===== src/verilog/periph_pkg.sv =====
//////////////////////////////////////////////////////////////////////
// Peripheral package
// Host bus request and read word, region map, UART write opcodes,
// baud and FIFO sizing, receive FIFO entry and control offsets.
//////////////////////////////////////////////////////////////////////

package periph_pkg;

   // one host access, byte enables double as the write strobe
   typedef struct packed {
      logic        en;
      logic [7:0]  we;
      logic [17:0] addr;
      logic [63:0] wdata;
   } host_req_t;

   typedef logic [63:0] host_rdata_t;

   // region field is addr[17:15]
   localparam int REGION_W = 3;
   localparam logic [REGION_W-1:0] REGION_UART = 3'd0;
   localparam logic [REGION_W-1:0] REGION_CTRL = 3'd2;

   // addr[14] picks UART registers over the keyboard sub-range
   localparam int UART_SEL_BIT = 14;

   // addr[13:12] on a UART write
   localparam logic [1:0] UART_OP_TX   = 2'd0;
   localparam logic [1:0] UART_OP_POP  = 2'd1;
   localparam logic [1:0] UART_OP_BAUD = 2'd2;

   localparam int BAUD_W = 16;
   localparam logic [BAUD_W-1:0] UART_BAUD_RESET = 16'd54; // clocks per bit

   localparam int FIFO_DEPTH = 16;
   localparam int FIFO_PTR_W = $clog2(FIFO_DEPTH);
   localparam int FIFO_CNT_W = 12;                        // free-running counters

   // receive FIFO entry
   typedef struct packed {
      logic       err;
      logic [7:0] data;
   } uart_rx_word_t;

   // word offsets in addr[7:3] of the control region
   localparam logic [4:0] CTRL_LED_OFS = 5'd15;
   localparam logic [4:0] CTRL_DIP_OFS = 5'd31;

endpackage


===== src/verilog/sync_fifo.sv =====
//////////////////////////////////////////////////////////////////////
// Single-clock FIFO
// Circular buffer with first-word fall-through output, full/empty
// flags and free-running write and read counters.
//////////////////////////////////////////////////////////////////////

`timescale 1ns/1ps

module sync_fifo
   import periph_pkg::*;
#(
   parameter int WIDTH = 9
)
(
   input  logic                  msoc_clk,
   input  logic                  rstn,
   input  logic                  push_i,
   input  logic                  pop_i,
   input  logic [WIDTH-1:0]      din_i,
   output logic [WIDTH-1:0]      dout_o,
   output logic                  full_o,
   output logic                  empty_o,
   output logic [FIFO_CNT_W-1:0] wr_cnt_o,
   output logic [FIFO_CNT_W-1:0] rd_cnt_o
);

   logic [WIDTH-1:0]      mem [FIFO_DEPTH];
   logic [FIFO_CNT_W-1:0] wr_cnt;
   logic [FIFO_CNT_W-1:0] rd_cnt;
   logic [FIFO_CNT_W-1:0] level;
   logic                  do_push;
   logic                  do_pop;

   // depth is far below the counter range, so the difference is the fill level
   assign level   = wr_cnt - rd_cnt;
   assign full_o  = (level == FIFO_CNT_W'(FIFO_DEPTH));
   assign empty_o = (level == '0);

   assign do_push = push_i & ~full_o;        // full drops the push
   assign do_pop  = pop_i & ~empty_o;        // empty ignores the pop

   assign dout_o   = mem[rd_cnt[FIFO_PTR_W-1:0]]; // head entry
   assign wr_cnt_o = wr_cnt;
   assign rd_cnt_o = rd_cnt;

   always_ff @(posedge msoc_clk)
   begin
      if (do_push)
      begin
         mem[wr_cnt[FIFO_PTR_W-1:0]] <= din_i;
      end
   end

   always_ff @(posedge msoc_clk or negedge rstn)
   begin
      if (!rstn)
      begin
         wr_cnt <= '0;
         rd_cnt <= '0;
      end
      else
      begin
         if (do_push)
         begin
            wr_cnt <= wr_cnt + 1'b1;
         end
         if (do_pop)
         begin
            rd_cnt <= rd_cnt + 1'b1;
         end
      end
   end

   a_level_bound: assert property (@(posedge msoc_clk) disable iff (!rstn)
      level <= FIFO_CNT_W'(FIFO_DEPTH))
      else $error("sync_fifo: fill level beyond depth");

endmodule


===== src/verilog/uart_core.sv =====
//////////////////////////////////////////////////////////////////////
// UART serial core
// 8N1 transmitter and receiver, bit time set by baud_i in clock
// cycles. Receive line goes through a three-sample majority filter
// and each bit is sampled in its middle. A low stop bit sets err.
//////////////////////////////////////////////////////////////////////

`timescale 1ns/1ps

module uart_core
   import periph_pkg::*;
(
   input  logic              msoc_clk,
   input  logic              rstn,
   input  logic [BAUD_W-1:0] baud_i,
   input  logic              tx_start_i,
   input  logic [7:0]        tx_byte_i,
   output logic              tx_busy_o,
   output logic              uart_tx_o,
   input  logic              uart_rx_i,
   output logic              rx_valid_o,
   output uart_rx_word_t     rx_word_o
);

   logic [BAUD_W-1:0] baud_last;
   logic [BAUD_W-1:0] baud_half;
   logic [BAUD_W-1:0] tx_cnt;
   logic [3:0]        tx_bit;
   logic [9:0]        tx_shift;
   logic [2:0]        rx_filt;
   logic              rx_maj;
   logic              rx_active;
   logic [BAUD_W-1:0] rx_cnt;
   logic [3:0]        rx_bit;
   logic [7:0]        rx_shift;
   logic              rx_stop;

   assign baud_last = baud_i - 1'b1;
   assign baud_half = baud_i >> 1;

   // transmitter
   assign uart_tx_o = tx_shift[0];            // shifts in ones, idles high

   always_ff @(posedge msoc_clk or negedge rstn)
   begin
      if (!rstn)
      begin
         tx_busy_o <= 1'b0;
         tx_cnt    <= '0;
         tx_bit    <= '0;
         tx_shift  <= '1;
      end
      else if (!tx_busy_o)
      begin
         if (tx_start_i)
         begin
            tx_shift  <= {1'b1, tx_byte_i, 1'b0}; // stop, data, start
            tx_busy_o <= 1'b1;
            tx_cnt    <= '0;
            tx_bit    <= '0;
         end
      end
      else if (tx_cnt == baud_last)
      begin
         tx_cnt   <= '0;
         tx_shift <= {1'b1, tx_shift[9:1]};
         if (tx_bit == 4'd9)
         begin
            tx_busy_o <= 1'b0;                // stop bit served
         end
         else
         begin
            tx_bit <= tx_bit + 1'b1;
         end
      end
      else
      begin
         tx_cnt <= tx_cnt + 1'b1;
      end
   end

   // receiver
   assign rx_maj = (rx_filt[0] & rx_filt[1]) | (rx_filt[0] & rx_filt[2]) |
                   (rx_filt[1] & rx_filt[2]);

   always_ff @(posedge msoc_clk or negedge rstn)
   begin
      if (!rstn)
      begin
         rx_filt    <= '1;
         rx_active  <= 1'b0;
         rx_cnt     <= '0;
         rx_bit     <= '0;
         rx_valid_o <= 1'b0;
      end
      else
      begin
         rx_filt    <= {rx_filt[1:0], uart_rx_i};
         rx_valid_o <= 1'b0;
         if (!rx_active)
         begin
            if (!rx_maj)
            begin
               rx_active <= 1'b1;             // falling edge, start bit
               rx_cnt    <= '0;
               rx_bit    <= '0;
            end
         end
         else
         begin
            if (rx_bit == 4'd0 && rx_cnt == baud_half && rx_maj)
            begin
               rx_active <= 1'b0;             // glitch, not a start bit
            end
            if (rx_cnt == baud_last)
            begin
               rx_cnt <= '0;
               if (rx_bit == 4'd9)
               begin
                  rx_active  <= 1'b0;
                  rx_valid_o <= 1'b1;         // one bit time into stop
               end
               else
               begin
                  rx_bit <= rx_bit + 1'b1;
               end
            end
            else
            begin
               rx_cnt <= rx_cnt + 1'b1;
            end
         end
      end
   end

   // mid-bit sampling of data and stop
   always_ff @(posedge msoc_clk)
   begin
      if (rx_active && rx_cnt == baud_half)
      begin
         if (rx_bit == 4'd9)
         begin
            rx_stop <= rx_maj;
         end
         else if (rx_bit != 4'd0)
         begin
            rx_shift <= {rx_maj, rx_shift[7:1]}; // lsb first
         end
      end
   end

   assign rx_word_o.err  = ~rx_stop;          // framing error
   assign rx_word_o.data = rx_shift;

endmodule


===== src/verilog/uart_regs.sv =====
//////////////////////////////////////////////////////////////////////
// UART register block
// Decodes host writes into transmit push, receive pop and baud
// update. A small sequencer moves bytes from the transmit FIFO into
// the serial core, received words land in the receive FIFO.
//////////////////////////////////////////////////////////////////////

`timescale 1ns/1ps

module uart_regs
   import periph_pkg::*;
(
   input  logic        msoc_clk,
   input  logic        rstn,
   input  host_req_t   req_i,
   input  logic        sel_i,
   input  logic        uart_rx_i,
   output logic        uart_tx_o,
   output host_rdata_t rdata_o
);

   typedef enum logic [2:0] {UTX_IDLE, UTX_EMPTY, UTX_POP, UTX_START, UTX_INUSE} utx_t;

   utx_t                  utx_q;
   utx_t                  utx_d;
   logic                  uart_wr;
   logic                  tx_push;
   logic                  rx_pop;
   logic [BAUD_W-1:0]     baud_q;
   logic [7:0]            tx_byte_q;
   logic                  tx_start;
   logic                  tx_busy;
   logic                  rx_valid;
   uart_rx_word_t         rx_word;
   uart_rx_word_t         rx_head;
   logic [8:0]            tx_fifo_dout;
   logic                  tx_full;
   logic                  tx_empty;
   logic                  rx_full;
   logic                  rx_empty;
   logic [FIFO_CNT_W-1:0] tx_wr_cnt;
   logic [FIFO_CNT_W-1:0] tx_rd_cnt;
   logic [FIFO_CNT_W-1:0] rx_wr_cnt;
   logic [FIFO_CNT_W-1:0] rx_rd_cnt;

   assign uart_wr = sel_i & req_i.en & (|req_i.we) & req_i.addr[UART_SEL_BIT];
   assign tx_push = uart_wr & (req_i.addr[13:12] == UART_OP_TX);
   assign rx_pop  = uart_wr & (req_i.addr[13:12] == UART_OP_POP);

   always_ff @(posedge msoc_clk or negedge rstn)
   begin
      if (!rstn)
      begin
         baud_q <= UART_BAUD_RESET;
         utx_q  <= UTX_IDLE;
      end
      else
      begin
         utx_q <= utx_d;
         if (uart_wr && req_i.addr[13:12] == UART_OP_BAUD)
         begin
            baud_q <= req_i.wdata[BAUD_W-1:0];
         end
      end
   end

   // head moves on after the pop, so hold the byte for the start cycle
   always_ff @(posedge msoc_clk)
   begin
      if (utx_q == UTX_POP)
      begin
         tx_byte_q <= tx_fifo_dout[7:0];
      end
   end

   always_comb
   begin
      utx_d = utx_q;
      case (utx_q)
         UTX_IDLE:  utx_d = UTX_EMPTY;
         UTX_EMPTY: if (!tx_empty) utx_d = UTX_POP;  // wait for data
         UTX_POP:   utx_d = UTX_START;
         UTX_START: utx_d = UTX_INUSE;
         UTX_INUSE: if (!tx_busy) utx_d = UTX_IDLE;  // frame done
         default:   utx_d = UTX_IDLE;
      endcase
   end

   assign tx_start = (utx_q == UTX_START);

   sync_fifo #(.WIDTH(9)) i_tx_fifo (
      .msoc_clk (msoc_clk),
      .rstn     (rstn),
      .push_i   (tx_push),
      .pop_i    (utx_q == UTX_POP),
      .din_i    ({1'b0, req_i.wdata[7:0]}),
      .dout_o   (tx_fifo_dout),
      .full_o   (tx_full),
      .empty_o  (tx_empty),
      .wr_cnt_o (tx_wr_cnt),
      .rd_cnt_o (tx_rd_cnt)
   );

   sync_fifo #(.WIDTH(9)) i_rx_fifo (
      .msoc_clk (msoc_clk),
      .rstn     (rstn),
      .push_i   (rx_valid),
      .pop_i    (rx_pop),
      .din_i    (rx_word),
      .dout_o   (rx_head),
      .full_o   (rx_full),
      .empty_o  (rx_empty),
      .wr_cnt_o (rx_wr_cnt),
      .rd_cnt_o (rx_rd_cnt)
   );

   uart_core i_uart_core (
      .msoc_clk   (msoc_clk),
      .rstn       (rstn),
      .baud_i     (baud_q),
      .tx_start_i (tx_start),
      .tx_byte_i  (tx_byte_q),
      .tx_busy_o  (tx_busy),
      .uart_tx_o  (uart_tx_o),
      .uart_rx_i  (uart_rx_i),
      .rx_valid_o (rx_valid),
      .rx_word_o  (rx_word)
   );

   always_comb
   begin
      rdata_o = '0;                                  // keyboard range reads zero
      if (req_i.addr[UART_SEL_BIT])
      begin
         if (req_i.addr[13])
         begin
            rdata_o = {{(16-FIFO_CNT_W){1'b0}}, tx_wr_cnt,
                       {(16-FIFO_CNT_W){1'b0}}, tx_rd_cnt,
                       {(16-FIFO_CNT_W){1'b0}}, rx_wr_cnt,
                       {(16-FIFO_CNT_W){1'b0}}, rx_rd_cnt};
         end
         else
         begin
            rdata_o = {52'b0, rx_full, tx_full, rx_empty, rx_head};
         end
      end
   end

   a_no_start_busy: assert property (@(posedge msoc_clk) disable iff (!rstn)
      tx_start |-> !tx_busy)
      else $error("uart_regs: tx_start while transmitter busy");

endmodule


===== src/verilog/ctrl_regs.sv =====
//////////////////////////////////////////////////////////////////////
// Control region registers
// LED output register and a registered copy of the DIP switches.
//////////////////////////////////////////////////////////////////////

`timescale 1ns/1ps

module ctrl_regs
   import periph_pkg::*;
(
   input  logic        msoc_clk,
   input  logic        rstn,
   input  host_req_t   req_i,
   input  logic        sel_i,
   input  logic [15:0] from_dip_i,
   output logic [7:0]  to_led_o,
   output host_rdata_t rdata_o
);

   logic [4:0]  ofs;
   logic [15:0] dip_q;

   assign ofs = req_i.addr[7:3];

   always_ff @(posedge msoc_clk or negedge rstn)
   begin
      if (!rstn)
      begin
         to_led_o <= '0;
         dip_q    <= '0;
      end
      else
      begin
         dip_q <= from_dip_i;                 // sampled every cycle
         if (sel_i && req_i.en && (|req_i.we) && ofs == CTRL_LED_OFS)
         begin
            to_led_o <= req_i.wdata[7:0];
         end
      end
   end

   always_comb
   begin
      case (ofs)
         CTRL_LED_OFS: rdata_o = {56'b0, to_led_o};
         CTRL_DIP_OFS: rdata_o = {48'b0, dip_q};
         default:      rdata_o = '0;
      endcase
   end

endmodule


===== src/verilog/bus_decode.sv =====
//////////////////////////////////////////////////////////////////////
// Host bus region decoder
// One-hot peer selects from addr[17:15] and an OR-merge of the
// selected read words. Unmapped regions read zero.
//////////////////////////////////////////////////////////////////////

`timescale 1ns/1ps

module bus_decode
   import periph_pkg::*;
(
   input  host_req_t   req_i,
   input  host_rdata_t uart_rdata_i,
   input  host_rdata_t ctrl_rdata_i,
   output logic        uart_sel_o,
   output logic        ctrl_sel_o,
   output host_rdata_t rdata_o
);

   logic [REGION_W-1:0] region;

   assign region = req_i.addr[17:15];

   // selects follow the address alone and peers qualify with en
   assign uart_sel_o = (region == REGION_UART);
   assign ctrl_sel_o = (region == REGION_CTRL);

   always_comb
   begin
      rdata_o = '0;
      if (uart_sel_o)
      begin
         rdata_o = rdata_o | uart_rdata_i;
      end
      if (ctrl_sel_o)
      begin
         rdata_o = rdata_o | ctrl_rdata_i;
      end
   end

endmodule


===== src/verilog/periph_soc.sv =====
//////////////////////////////////////////////////////////////////////
// Peripheral SoC block
// Host bus slave with the UART path and the LED/DIP control region.
// Region decode merges the peer read words into hid_rddata_o.
//////////////////////////////////////////////////////////////////////

`timescale 1ns/1ps

module periph_soc
   import periph_pkg::*;
(
   input  logic        msoc_clk,
   input  logic        rstn,
   input  logic        hid_en_i,
   input  logic [7:0]  hid_we_i,
   input  logic [17:0] hid_addr_i,
   input  logic [63:0] hid_wrdata_i,
   output logic [63:0] hid_rddata_o,
   input  logic        uart_rx_i,
   output logic        uart_tx_o,
   input  logic [15:0] from_dip_i,
   output logic [7:0]  to_led_o
);

   host_req_t   host_req;
   host_rdata_t uart_rdata;
   host_rdata_t ctrl_rdata;
   logic        uart_sel;
   logic        ctrl_sel;

   assign host_req = '{en: hid_en_i, we: hid_we_i, addr: hid_addr_i, wdata: hid_wrdata_i};

   bus_decode i_bus_decode (
      .req_i        (host_req),
      .uart_rdata_i (uart_rdata),
      .ctrl_rdata_i (ctrl_rdata),
      .uart_sel_o   (uart_sel),
      .ctrl_sel_o   (ctrl_sel),
      .rdata_o      (hid_rddata_o)
   );

   uart_regs i_uart_regs (
      .msoc_clk  (msoc_clk),
      .rstn      (rstn),
      .req_i     (host_req),
      .sel_i     (uart_sel),
      .uart_rx_i (uart_rx_i),
      .uart_tx_o (uart_tx_o),
      .rdata_o   (uart_rdata)
   );

   ctrl_regs i_ctrl_regs (
      .msoc_clk   (msoc_clk),
      .rstn       (rstn),
      .req_i      (host_req),
      .sel_i      (ctrl_sel),
      .from_dip_i (from_dip_i),
      .to_led_o   (to_led_o),
      .rdata_o    (ctrl_rdata)
   );

endmodule


===== config.mk =====
export PLATFORM = sky130hd
export DESIGN_NAME = periph_soc
export DESIGN_NICKNAME = d
export VERILOG_FILES = /design/src/verilog/periph_pkg.sv /design/src/verilog/sync_fifo.sv /design/src/verilog/uart_core.sv /design/src/verilog/uart_regs.sv /design/src/verilog/ctrl_regs.sv /design/src/verilog/bus_decode.sv /design/src/verilog/periph_soc.sv
export SDC_FILE = /design/constraint.sdc
export NUM_CORES = 1
export LEC_CHECK = 0
export BUFFER_PORTS_ARGS = -buffer_cell sky130_fd_sc_hd__buf_2
export CAP_MARGIN = 20
export CORE_MARGIN = 2
export CORE_UTILIZATION = 54
export DETAILED_ROUTE_END_ITERATION = 8
export GPL_ROUTABILITY_DRIVEN = 0
export PLACE_DENSITY = 0.85
export SETUP_SLACK_MARGIN = 0.02
export SYNTH_ARGS = -nofsm -noshare
export SYNTH_HDL_FRONTEND = slang
export SYNTH_SLANG_ARGS = --single-unit

===== constraint.sdc =====
create_clock -name msoc_clk -period 4.4 [get_ports msoc_clk]
set_input_delay 0.44 -clock msoc_clk [delete_from_list [all_inputs] [get_ports msoc_clk]]
set_output_delay 0.44 -clock msoc_clk [all_outputs]
set_load 0.05 [all_outputs]

After elaboration in Yosys (flattened, before gate mapping)
Memories as Yosys holds them, arrays and structs flattened. A register that Yosys moved wholly into a read port is not among the register bits.
Cells that the tools add are included.

storage, ports and cells
  register bits = 156
  bits in latches = 0
  memory bits (writable) = 272
  ROM bits = 0
  input port bits = 110
  logic and storage cells = 139
  memories = 2

memory list
  memory                     depth  width  rd ports  clocked after Yosys merged registers in  wr ports  RTL line         RTL
  i_uart_regs.i_rx_fifo.mem  16     9      1         0                                        1         sync_fifo.sv:27  logic [WIDTH-1:0] mem [FIFO_DEPTH];
  i_uart_regs.i_tx_fifo.mem  16     8      1         1                                        1         sync_fifo.sv:27

operators by class
  $add $sub $neg = 11
  $mul = 0
  divide/modulo/power cells = 0
  order comparisons = 0
  equality and inequality tests = 23
  shift operators = 0
  multiplexer cells = 41
  bitwise logic cells = 21
  reduce and logical (&&, ||, !) cells = 22

operator list
  kind                                                 number
  2-to-1 mux 64 bit                                    3
  2-to-1 mux 16 bit                                    6
  OR 64 bit                                            1
  2-to-1 mux 60 bit                                    1
  adder 12 x 1 -> 12 bit (second input constant)       4
  adder 16 x 1 -> 16 bit (second input constant)       2
  == test 16 bit                                       2
  2-to-1 mux 4 bit                                     8
  one-hot mux 16 bit (2 select lines)                  1
  2-to-1 mux 10 bit                                    3
  == test 12 x 5 -> 1 bit (second input constant)      2
  zero test 12 bit                                     2
  subtractor 12 bit                                    2
  == test 16 x 15 -> 1 bit                             1
  2-to-1 mux 1 bit                                     16
  subtractor 16 x 1 -> 16 bit (second input constant)  1
  one-hot mux 3 bit (5 select lines)                   1
  bitwise AND 1 bit                                    12
  == test 3 x 2 -> 1 bit (second input constant)       3
  AND reduction 3 bit                                  3
  adder 4 x 1 -> 4 bit (second input constant)         2
  == test 4 bit (second input constant)                2
  inequality test 2 bit (second input constant)        4
  OR reduction 8 bit                                   1
  other kinds (17)                                     35

Depth between registers and ports, before layout
Gate-level depths: netlist of run 1.

  depth after elaboration = 8
  depth in mapped cells = 14

Cells and area by module
Synthesis of run 1 repeated with hierarchy kept, for this count alone.

second synthesis, totals
  cell total of the unflattened synthesis = 1737
  area total of the unflattened synthesis = 23213.5 µm²

by module, submodules not included
  module                              times used  cells an instance  area an instance (µm²)  sequential area each (µm²)
  sync_fifo at i_uart_regs.i_tx_fifo  1           415                7284.5                  4924.7
  sync_fifo at i_uart_regs.i_rx_fifo  1           400                7231.9                  4924.7
  uart_core                           1           520                4718.3                  1661.6
  uart_regs                           1           149                1645.3                  720.7
  ctrl_regs                           1           106                1249.9                  600.6
  bus_decode                          1           147                1083.5                  0.0

Worst setup path after synthesis of run 1
OpenSTA, ideal clock, no wires.

  kind = reg-to-output
  from = reg i_uart_regs.i_tx_fifo.rd_cnt[1], in the netlist i_uart_regs.i_tx_fifo.rd_cnt_o[1]
  to = out hid_rddata_o[10]
  data arrival time = 4.131 ns
  setup slack = -0.171 ns
  stages on the path, launching flop included = 13
  path through = dfrtp_1 > clkbuf_1 > clkbuf_1 > inv_1 > ha_1 > nor2b_1 > o2111ai_1 > a2111oi_0 > a211o_1 > o22ai_1 > or4_1 > clkbuf_1 > o21ai_0

between the ends
  longest elaborated chain between the ends = 7

RTL lines
  element                      RTL line          RTL
  start: declaration           sync_fifo.sv:29   logic [FIFO_CNT_W-1:0] rd_cnt;
  start signal: assignment     sync_fifo.sv:69   rd_cnt <= rd_cnt + 1'b1;
  subtractor 12 bit (*)        sync_fifo.sv:35   assign level = wr_cnt - rd_cnt;
  == test 12 x 5 -> 1 bit (*)  sync_fifo.sv:36   assign full_o = (level == FIFO_CNT_W'(FIFO_DEPTH));
  2-to-1 mux 60 bit (*)        uart_regs.sv:135  if (req_i.addr[13])
  2-to-1 mux 64 bit (*)        uart_regs.sv:133  if (req_i.addr[UART_SEL_BIT])
  2-to-1 mux 64 bit (*)        bus_decode.sv:31  if (uart_sel_o)
  OR 64 bit                    bus_decode.sv:37  rdata_o = rdata_o | ctrl_rdata_i;
  2-to-1 mux 64 bit (*)        bus_decode.sv:35  if (ctrl_sel_o)
  end: declaration             periph_soc.sv:18  output logic [63:0] hid_rddata_o,

Mark *: on every way between the ends. The rest lies on a longest branch, timed or not.

Final worst setup path of run 1
  from = reg i_uart_regs.i_tx_fifo.wr_cnt[6], in the netlist i_uart_regs.i_tx_fifo.wr_cnt_o[6]
  to = out hid_rddata_o[10]

between the ends
  longest elaborated chain between the ends = 7

RTL lines
  element                      RTL line          RTL
  start: declaration           sync_fifo.sv:28   logic [FIFO_CNT_W-1:0] wr_cnt;
  start signal: assignment     sync_fifo.sv:65   wr_cnt <= wr_cnt + 1'b1;
  subtractor 12 bit (*)        sync_fifo.sv:35
  == test 12 x 5 -> 1 bit (*)  sync_fifo.sv:36
  2-to-1 mux 60 bit (*)        uart_regs.sv:135
  2-to-1 mux 64 bit (*)        uart_regs.sv:133
  2-to-1 mux 64 bit (*)        bus_decode.sv:31
  OR 64 bit                    bus_decode.sv:37
  2-to-1 mux 64 bit (*)        bus_decode.sv:35

Marked as above.

==> results.md, run 1 <==
- Worst-path fanout max: 13
- # IOs: 183
- Final Skew: 36.7 ps
- Post-synth ARST share: roughly a third
- FF/Latch Area: 0.0124 mm²
- Lkg Pwr: 9.21 nW
- Fmax: 0.235 GHz
- DP Worst Slack: about 250 ps
- Post-synthesis cell count: 1,539
- Clock Sinks: roughly 440
- Area occupied by multi-input gates: 0.00786 mm²
- Max IR drop VDD: 0.000311 V
- Vias in the first global route: 13,929
- Setup TNS: 0 ps
- Avg Cell Area, Syn: 13.5 µm²
- Die outline height: between 200 and 250 µm
- Metal1 wirelength: 19,200 µm
- Total Wirelength: 51,100 µm
- Vias per cell: between 6 and 7
- Worst Path Arrival: 3820 ps
- Final net count: 1,819
- Share of layout cells above drive strength 1: 21.1%
- Tmin final: around 4300 ps
- Pin count of the biggest net entering global routing: 147
- Flop2flop setup slack: 390 ps
- Outcome: complete, but fails checks
- Slew Limit Fails: 0
- Setup slack after layout: between 100 and 150 ps
- Most frequent cells in the layout: edfxtp_1 (289), dfrtp_1 (127), buf_2 (113)
- Starting Density: 55.0%
- Hold/Removal Path Class: input port to asynchronous set/reset pin
- Number of DRC markers in iteration 0: ~1,400
- Syn Std Cell Area: a little over 0.02 mm²
- Clock root buffer: clkbuf_16
- Leading cell type in the layout, fill and taps excluded: edfxtp_1
- Post-synth EDFFs: 289
- Worst relative slew slack: 30.9%
- DR vias: 13,991
- Final Hold Violating Endpoints: 2
- Post-route DRC: 0
- FILL cells: 2,634
- Worst R2R Path Depth: 9
- H-tree levels: 2
- Critical path required time: 3960 ps
- Overflow after GRT: 0
- Area after DPL: ~0.022 mm²
- All-layer global routing usage: about a quarter
- CP Buf/Inv Count: 1
- Unrepaired setup endpoints after global routing: no
- Max stage delay on crit path: 690 ps
- Routed Antenna Nets: 0
- Clk slew on worst S/H paths: 60 ps
- Per-cell routed wire length: 23.0 µm
- DP Wirelength: about 34,000 µm
- Core Area: 0.0378 mm²
- Area Growth Syn to Fin: 13.1%
- Number of max-cap violations: 0
- Crit start category: register
- First-pass GRT wire length: 79,000 µm
- Count of cell types in the netlist: 80
- # port buffers: 115
- DRT Pass-1 Iters: 7
- Met3 WL post-DR: 4860 µm
- Synth Flop Type: edfxtp_1
- Clock Tree Buf Depth: 3
- Finish-stage setup viols: 0
- CTS Buf Count: 44
- RR Startpoint: i_uart_regs.i_tx_fifo.wr_cnt_o[6]$_DFFE_PN0P_
- CP max-delay cell: or4_4
- Wire length on met2: between 20,000 and 30,000 µm
- Worst setup path class: register to output pin
- Most area-consuming cells after synthesis: edfxtp_1 (42%), dfrtp_1 (16%), mux4_2 (8.8%), xnor2_1 (3.0%), ha_1 (2.4%)
- Yosys reg bits: 435
- CP endpoint kind: output pin
- Post-synth top area cell: edfxtp_1
- Failing checks: hold timing
- Initial antenna violation count: 1
- Synth Warn #: 0
- Setup Fix Bufs, Post-CTS: 0
- Worst r2r dst: i_uart_regs.i_tx_fifo.mem[12][5]$_DFFE_PP_
- FP Rows: between 70 and 80
- CP most frequent cell: o21ai_2
- Tcrit/Tclk final: 96.8%
- CTS tree: yes
- Top layer reached by signal wires: met4
- Design Area, Final: 0.0235 mm²
- Least-Margin Pin Slew: between 1000 and 1500 ps
- Power density over cell area: 445 mW/mm²
- Die Area: roughly 0.04 mm²
- Register area share after synthesis: 59.5%
- Die span in x: about 200 µm
- CP Cell Sequence: ha_1 -> a211o_1 -> or3_1 -> o21ai_2 -> o211a_1 -> o311ai_0 -> or4_4 -> o21ai_2 -> buf_4
- Hold slack: -9.66 ps
- Clk_lat worst skew: about 580 ps
- Synth top area share: 41.8%
- Crit-path leading delay family: compound AO/OA/AOI/OAI gates
==> metrics by stage <==
stage               power, mW  hold WS, ps  utilization [%]  std cells
finish                   10.4        -9.66             62.2       2218
global route             10.8         41.6             62.2       2216
CTS                      10.5         45.9             62.1       2216
detailed placement       6.89          359             58.1       2117
global placement         6.78          359             58.1       2117
floorplan                6.32          144                -       1550
==> worst register-to-register path, delay by kind of cell, from the launching register on <==
| kind | cells | cell delay, ps |
|---|---|---|
| compound gates | 3 | 1040 |
| fa+ha+maj | 1 | 420 |
| flops | 1 | 460 |
| simple gates | 5 | 1720 |
==> timing repair <==
action | CTS | global route
endpoints found under the hold margin | 17 | 0
gates resized for setup | 3 | 3
endpoints found under the setup margin | 1 | 1
hold buffers | 17 | 0
gates cloned | 0 | 0
==> cells by family (layout without fill, tap and decap cells) <==
| kind of cell | Yosys count | in the layout | synth area share (%) |
|---|---|---|---|
| other cells | 1 | 14 | 0.0181 |
| buf+inv | 147 | 302 | 2.98 |
| mux | 129 | 129 | 11.2 |
| simple gates | 488 | 488 | 12.8 |
| xor+xnor | 110 | 110 | 4.71 |
| flops | 435 | 435 | 59.5 |
| compound gates | 188 | 188 | 6.31 |
| fa+ha+maj | 41 | 41 | 2.46 |
==> Yosys cell counts (all sizes together) (4+ instances only) <==
cell,instances
nor4b,4
o211ai,8
and3,52
buf,37
a21o,19
dfrtp,130
mux2i,26
nand3b,9
nor4,21
inv,49
mux4,81
o2111ai,6
a211o,7
nor3,46
or4,8
nand4,23
nor3b,23
o21a,6
a21oi,14
xnor2,70
or3,11
a211oi,6
clkbuf,60
nand3,49
o311ai,6
a31oi,21
nand2,106
or2,4
ha,40
nor2b,11
o21ai,48
o22ai,11
nand2b,17
nor2,52
xor2,39
dfstp,16
edfxtp,289
mux2,22
and2,41
==> state kept, by name, summed over array words and instances (netlist names), 3 cells and up <==
signal	count
i_uart_regs.i_tx_fifo.mem	128
i_ctrl_regs.dip_q	16
i_uart_regs.baud_q	16
i_uart_regs.i_rx_fifo.mem	144
i_ctrl_regs.to_led_o	8
i_uart_regs.i_uart_core.rx_shift	8
i_uart_regs.i_uart_core.tx_shift	9
i_uart_regs.i_uart_core.tx_bit	4
i_uart_regs.i_tx_fifo.rd_cnt_o	12
i_uart_regs.i_uart_core.rx_filt	3
i_uart_regs.utx_q	3
i_uart_regs.i_tx_fifo.wr_cnt_o	12
i_uart_regs.i_rx_fifo.rd_cnt_o	12
i_uart_regs.i_rx_fifo.wr_cnt_o	12
i_uart_regs.i_uart_core.rx_cnt	16
i_uart_regs.i_uart_core.rx_bit	4
i_uart_regs.i_uart_core.tx_cnt	16
i_uart_regs.tx_byte_q	8
==> report_power, final <==
| part | total, mW | switching (mW) | internal [mW] | leakage (nW) |
|---|---|---|---|---|
| clock network | 3.56 | 1.58 | 1.98 | 0.670 |
| registers | 4.78 | 0.242 | 4.54 | 4.46 |
| logic | 2.09 | 1.11 | 0.987 | 4.09 |
==> layout make-up <==
cell class,instances,share of cell area (%)
flip-flops and latches,435,52.6
multi-input cells,968,33.5
clock buffers,63,5.12
repair buffers,170,4.54
well taps,511,2.72
inverters,50,0.799
clock inverters,19,0.698
diodes,2,0.0213
==> per-layer routing <==
layer | vias up | GRT usage (%)
met5 | - | 0
met4 | 0 | 8.75
met3 | 111 | 4.70
met2 | 794 | 44.5
met1 | 7008 | 34.0
li1 | 6078 | -
==> how the worst max path moves through the flow <==
stage / to / startpoint / slack, ps / cells past startpoint
detailed placement: i_uart_regs.i_tx_fifo.mem[12][3]$_DFFE_PP_ / i_uart_regs.i_tx_fifo.rd_cnt_o[3]$_DFFE_PN0P_ / 250 / 10
floorplan: hid_rddata_o[10] / i_uart_regs.i_tx_fifo.rd_cnt_o[1]$_DFFE_PN0P_ / 210 / 12
CTS: hid_rddata_o[10] / i_uart_regs.i_tx_fifo.wr_cnt_o[6]$_DFFE_PN0P_ / 50 / 9
global route: hid_rddata_o[10] / i_uart_regs.i_tx_fifo.wr_cnt_o[6]$_DFFE_PN0P_ / 3 / 9
finish: hid_rddata_o[10] / i_uart_regs.i_tx_fifo.wr_cnt_o[6]$_DFFE_PN0P_ / 140 / 9
global placement: hid_rddata_o[10] / i_uart_regs.i_tx_fifo.rd_cnt_o[3]$_DFFE_PN0P_ / 420 / 10
Note: power is estimated with default switching activity, not from simulation.
==> run 2, diff against run 1 <==
--- a/config.mk
+++ b/config.mk
@@ -8,11 +8,12 @@
 export BUFFER_PORTS_ARGS = -buffer_cell sky130_fd_sc_hd__buf_2
 export CAP_MARGIN = 20
 export CORE_MARGIN = 2
-export CORE_UTILIZATION = 54
+export CORE_UTILIZATION = 55
 export DETAILED_ROUTE_END_ITERATION = 8
 export GPL_ROUTABILITY_DRIVEN = 0
-export PLACE_DENSITY = 0.85
+export PLACE_DENSITY = 0.86
 export SETUP_SLACK_MARGIN = 0.02
 export SYNTH_ARGS = -nofsm -noshare
 export SYNTH_HDL_FRONTEND = slang
+export SYNTH_HIERARCHICAL = 1
 export SYNTH_SLANG_ARGS = --single-unit
==> results.md, run 2 <==
- Outcome: complete, no violations
- # port buffers: approximately 120
- Leading cell type in the layout, fill and taps excluded: edfxtp_1
- Final net count: 1,971
- Most frequent cells in the layout: edfxtp_1 (289), dfrtp_1 (123), nor2_1 (116)
- Tcrit/Tclk final: 99.6%
- Placed insts: between 2,000 and 2,500
- CP Cell Sequence: inv_1 -> ha_1 -> nor2b_4 -> o211a_4 -> o21ai_2 -> nor3_1 -> a311o_1 -> or3_4 -> nor4b_4 -> mux2i_1 -> nor2b_1 -> mux2i_1 -> nor2_2 -> buf_6
- Vias per cell: 6.31
- Die Area: between 0.04 and 0.05 mm²
- FP Rows: 74
- Worst-path fanout max: 6
- Power density over cell area: 455 mW/mm²
- Core Area: between 0.04 and 0.05 mm²
- Initial antenna violation count: 1
- Worst setup path class: register to output pin
- Die outline height: 207 µm
- Clk_lat worst skew: between 500 and 600 ps
- CTS tree: yes
- Synth Warn #: 6
- Slew Limit Fails: 0
- Clk slew on worst S/H paths: about 70 ps
- Wire length on met2: 26,300 µm
- Worst relative slew slack: 25.9%
- First-pass GRT wire length: 84,200 µm
- Per-cell routed wire length: 23.4 µm
- Syn Std Cell Area: 0.0226 mm²
- Final Skew: about 35 ps
- DRT Pass-1 Iters: 6
- FF/Latch Area: 0.0124 mm²
- Number of DRC markers in iteration 0: 2,019
- Least-Margin Pin Slew: 1110 ps
- Worst Path Arrival: 3940 ps
- Area Growth Syn to Fin: 11.0%
- # IOs: 183
- Total Wirelength: 55,800 µm
- Max IR drop VDD: between 0.0005 and 0.0006 V
- Post-route DRC: 0
- Critical path required time: 3960 ps
- Lkg Pwr: 10.0 nW
- Final core utilization: 61.6%
- Tmin final: roughly 4400 ps
- Max FFs per register: between 100 and 150
- Area occupied by multi-input gates: 0.00932 mm²
- Final Non-Filler Cells: 2,389
- H-tree levels: 2
- Clock Sinks: 435
- CP max-delay cell: dfrtp_1
- Final Hold Violating Endpoints: 0
- Metal1 wirelength: between 20,000 and 25,000 µm
- Number of max-cap violations: 0
- Share of layout cells above drive strength 1: 21.9%
- Met3 WL post-DR: 5540 µm
- Overflow after GRT: 0
- Hold/Removal Path Class: input port to register
- Clock root buffer: clkbuf_16
- FILL cells: 2,882
- Post-synthesis cell count: 1,716
- Finish-stage setup viols: 0
- Crit start category: register
- DR vias: 15,076
- Vias in the first global route: 14,591
- Pin count of the biggest net entering global routing: 93
- CTS Buf Count: 44
- Clock Tree Buf Depth: 3
- Routed Antenna Nets: 0
- DP Wirelength: 34,800 µm
- Fmax: 0.228 GHz
- Antenna fix cells: 0
- Top layer reached by signal wires: met5
- CP most frequent cell: mux2i_1
- Die span in x: 207 µm
- Starting Density: 55.5%
- CP endpoint kind: output pin
- All-layer global routing usage: 26.0%
- Max stage delay on crit path: 400 ps
- Avg Cell Area, Syn: 13.2 µm²
run 2: area by class of cell:
type / instances / area share (%)
flip-flops and latches: 435 / 49.2
multi-input cells: 1124 / 37.1
clock buffers: 52 / 4.67
repair buffers: 169 / 4.18
well taps: 532 / 2.65
clock inverters: 30 / 1.43
inverters: 47 / 0.703
run 2: through the flow:
| step | TNS, ps | instance area (µm²) | power (mW) | setup slack, ps | hold slack (ps) |
|---|---|---|---|---|---|
| after global routing | -7.64 | 25100 | 11.8 | -7.64 | 84.4 |
| after detailed placement | 0 | 23200 | 7.46 | 377 | 359 |
| after CTS | 0 | 25000 | 11.4 | 28.8 | 69.6 |
| after floorplan | 0 | 22900 | 6.89 | 107 | 144 |
| final | 0 | 25100 | 11.4 | 15.8 | 86.9 |
| after global placement | 0 | 23200 | 7.34 | 492 | 356 |
run 2: what timing repair did:
item / in CTS / in global routing
gates resized for setup: 14 / 17
hold buffers: 18 / 0
endpoints found under the hold margin: 44 / 0
setup buffers: 3 / 8
pin swaps: 2 / 7
cloned: 0 / 0
setup endpoints to repair: 3 / 3
run 2: per-layer routing:
layer  up-vias  GRT usage (%)
met5         -              0
met4         2           9.75
met3       151           5.34
met2       960           41.4
met1      7439           35.6
li1       6524              -
run 2: path summary, 6_finish.rpt:
check                                                               from                                             to  slack [ps]  cells past startpoint
min reg2reg                 i_uart_regs/i_uart_core/rx_filt[1]$_DFF_PN1_   i_uart_regs/i_uart_core/rx_filt[2]$_DFF_PN1_         370                      0
min in group asynchronous                                           rstn  i_uart_regs/i_rx_fifo/rd_cnt_o[0]$_DFFE_PN0P_         520                      2
max in group asynchronous                                           rstn              i_uart_regs/baud_q[1]$_DFFE_PN1P_        2880                      3
min                                                     hid_wrdata_i[10]             i_uart_regs/baud_q[10]$_DFFE_PN0P_          90                      2
max reg2reg                i_uart_regs/i_tx_fifo/wr_cnt_o[2]$_DFFE_PN0P_      i_uart_regs/i_tx_fifo/mem[2][5]$_DFFE_PP_         630                      9
max                        i_uart_regs/i_rx_fifo/rd_cnt_o[1]$_DFFE_PN0P_                               hid_rddata_o[11]          20                     14
run 2: worst max-delay path: cells and delay by family (launching register included):
| family | cells | cell delay (ps) |
|---|---|---|
| mux | 2 | 230 |
| compound gates | 3 | 830 |
| fa+ha+maj | 1 | 250 |
| buf+inv | 2 | 300 |
| simple gates | 6 | 1320 |
| flops | 1 | 400 |
run 2: power breakdown:
group	switching [mW]	internal, mW
clock network	1.62	2.33
logic	1.42	1.21
registers	0.280	4.56
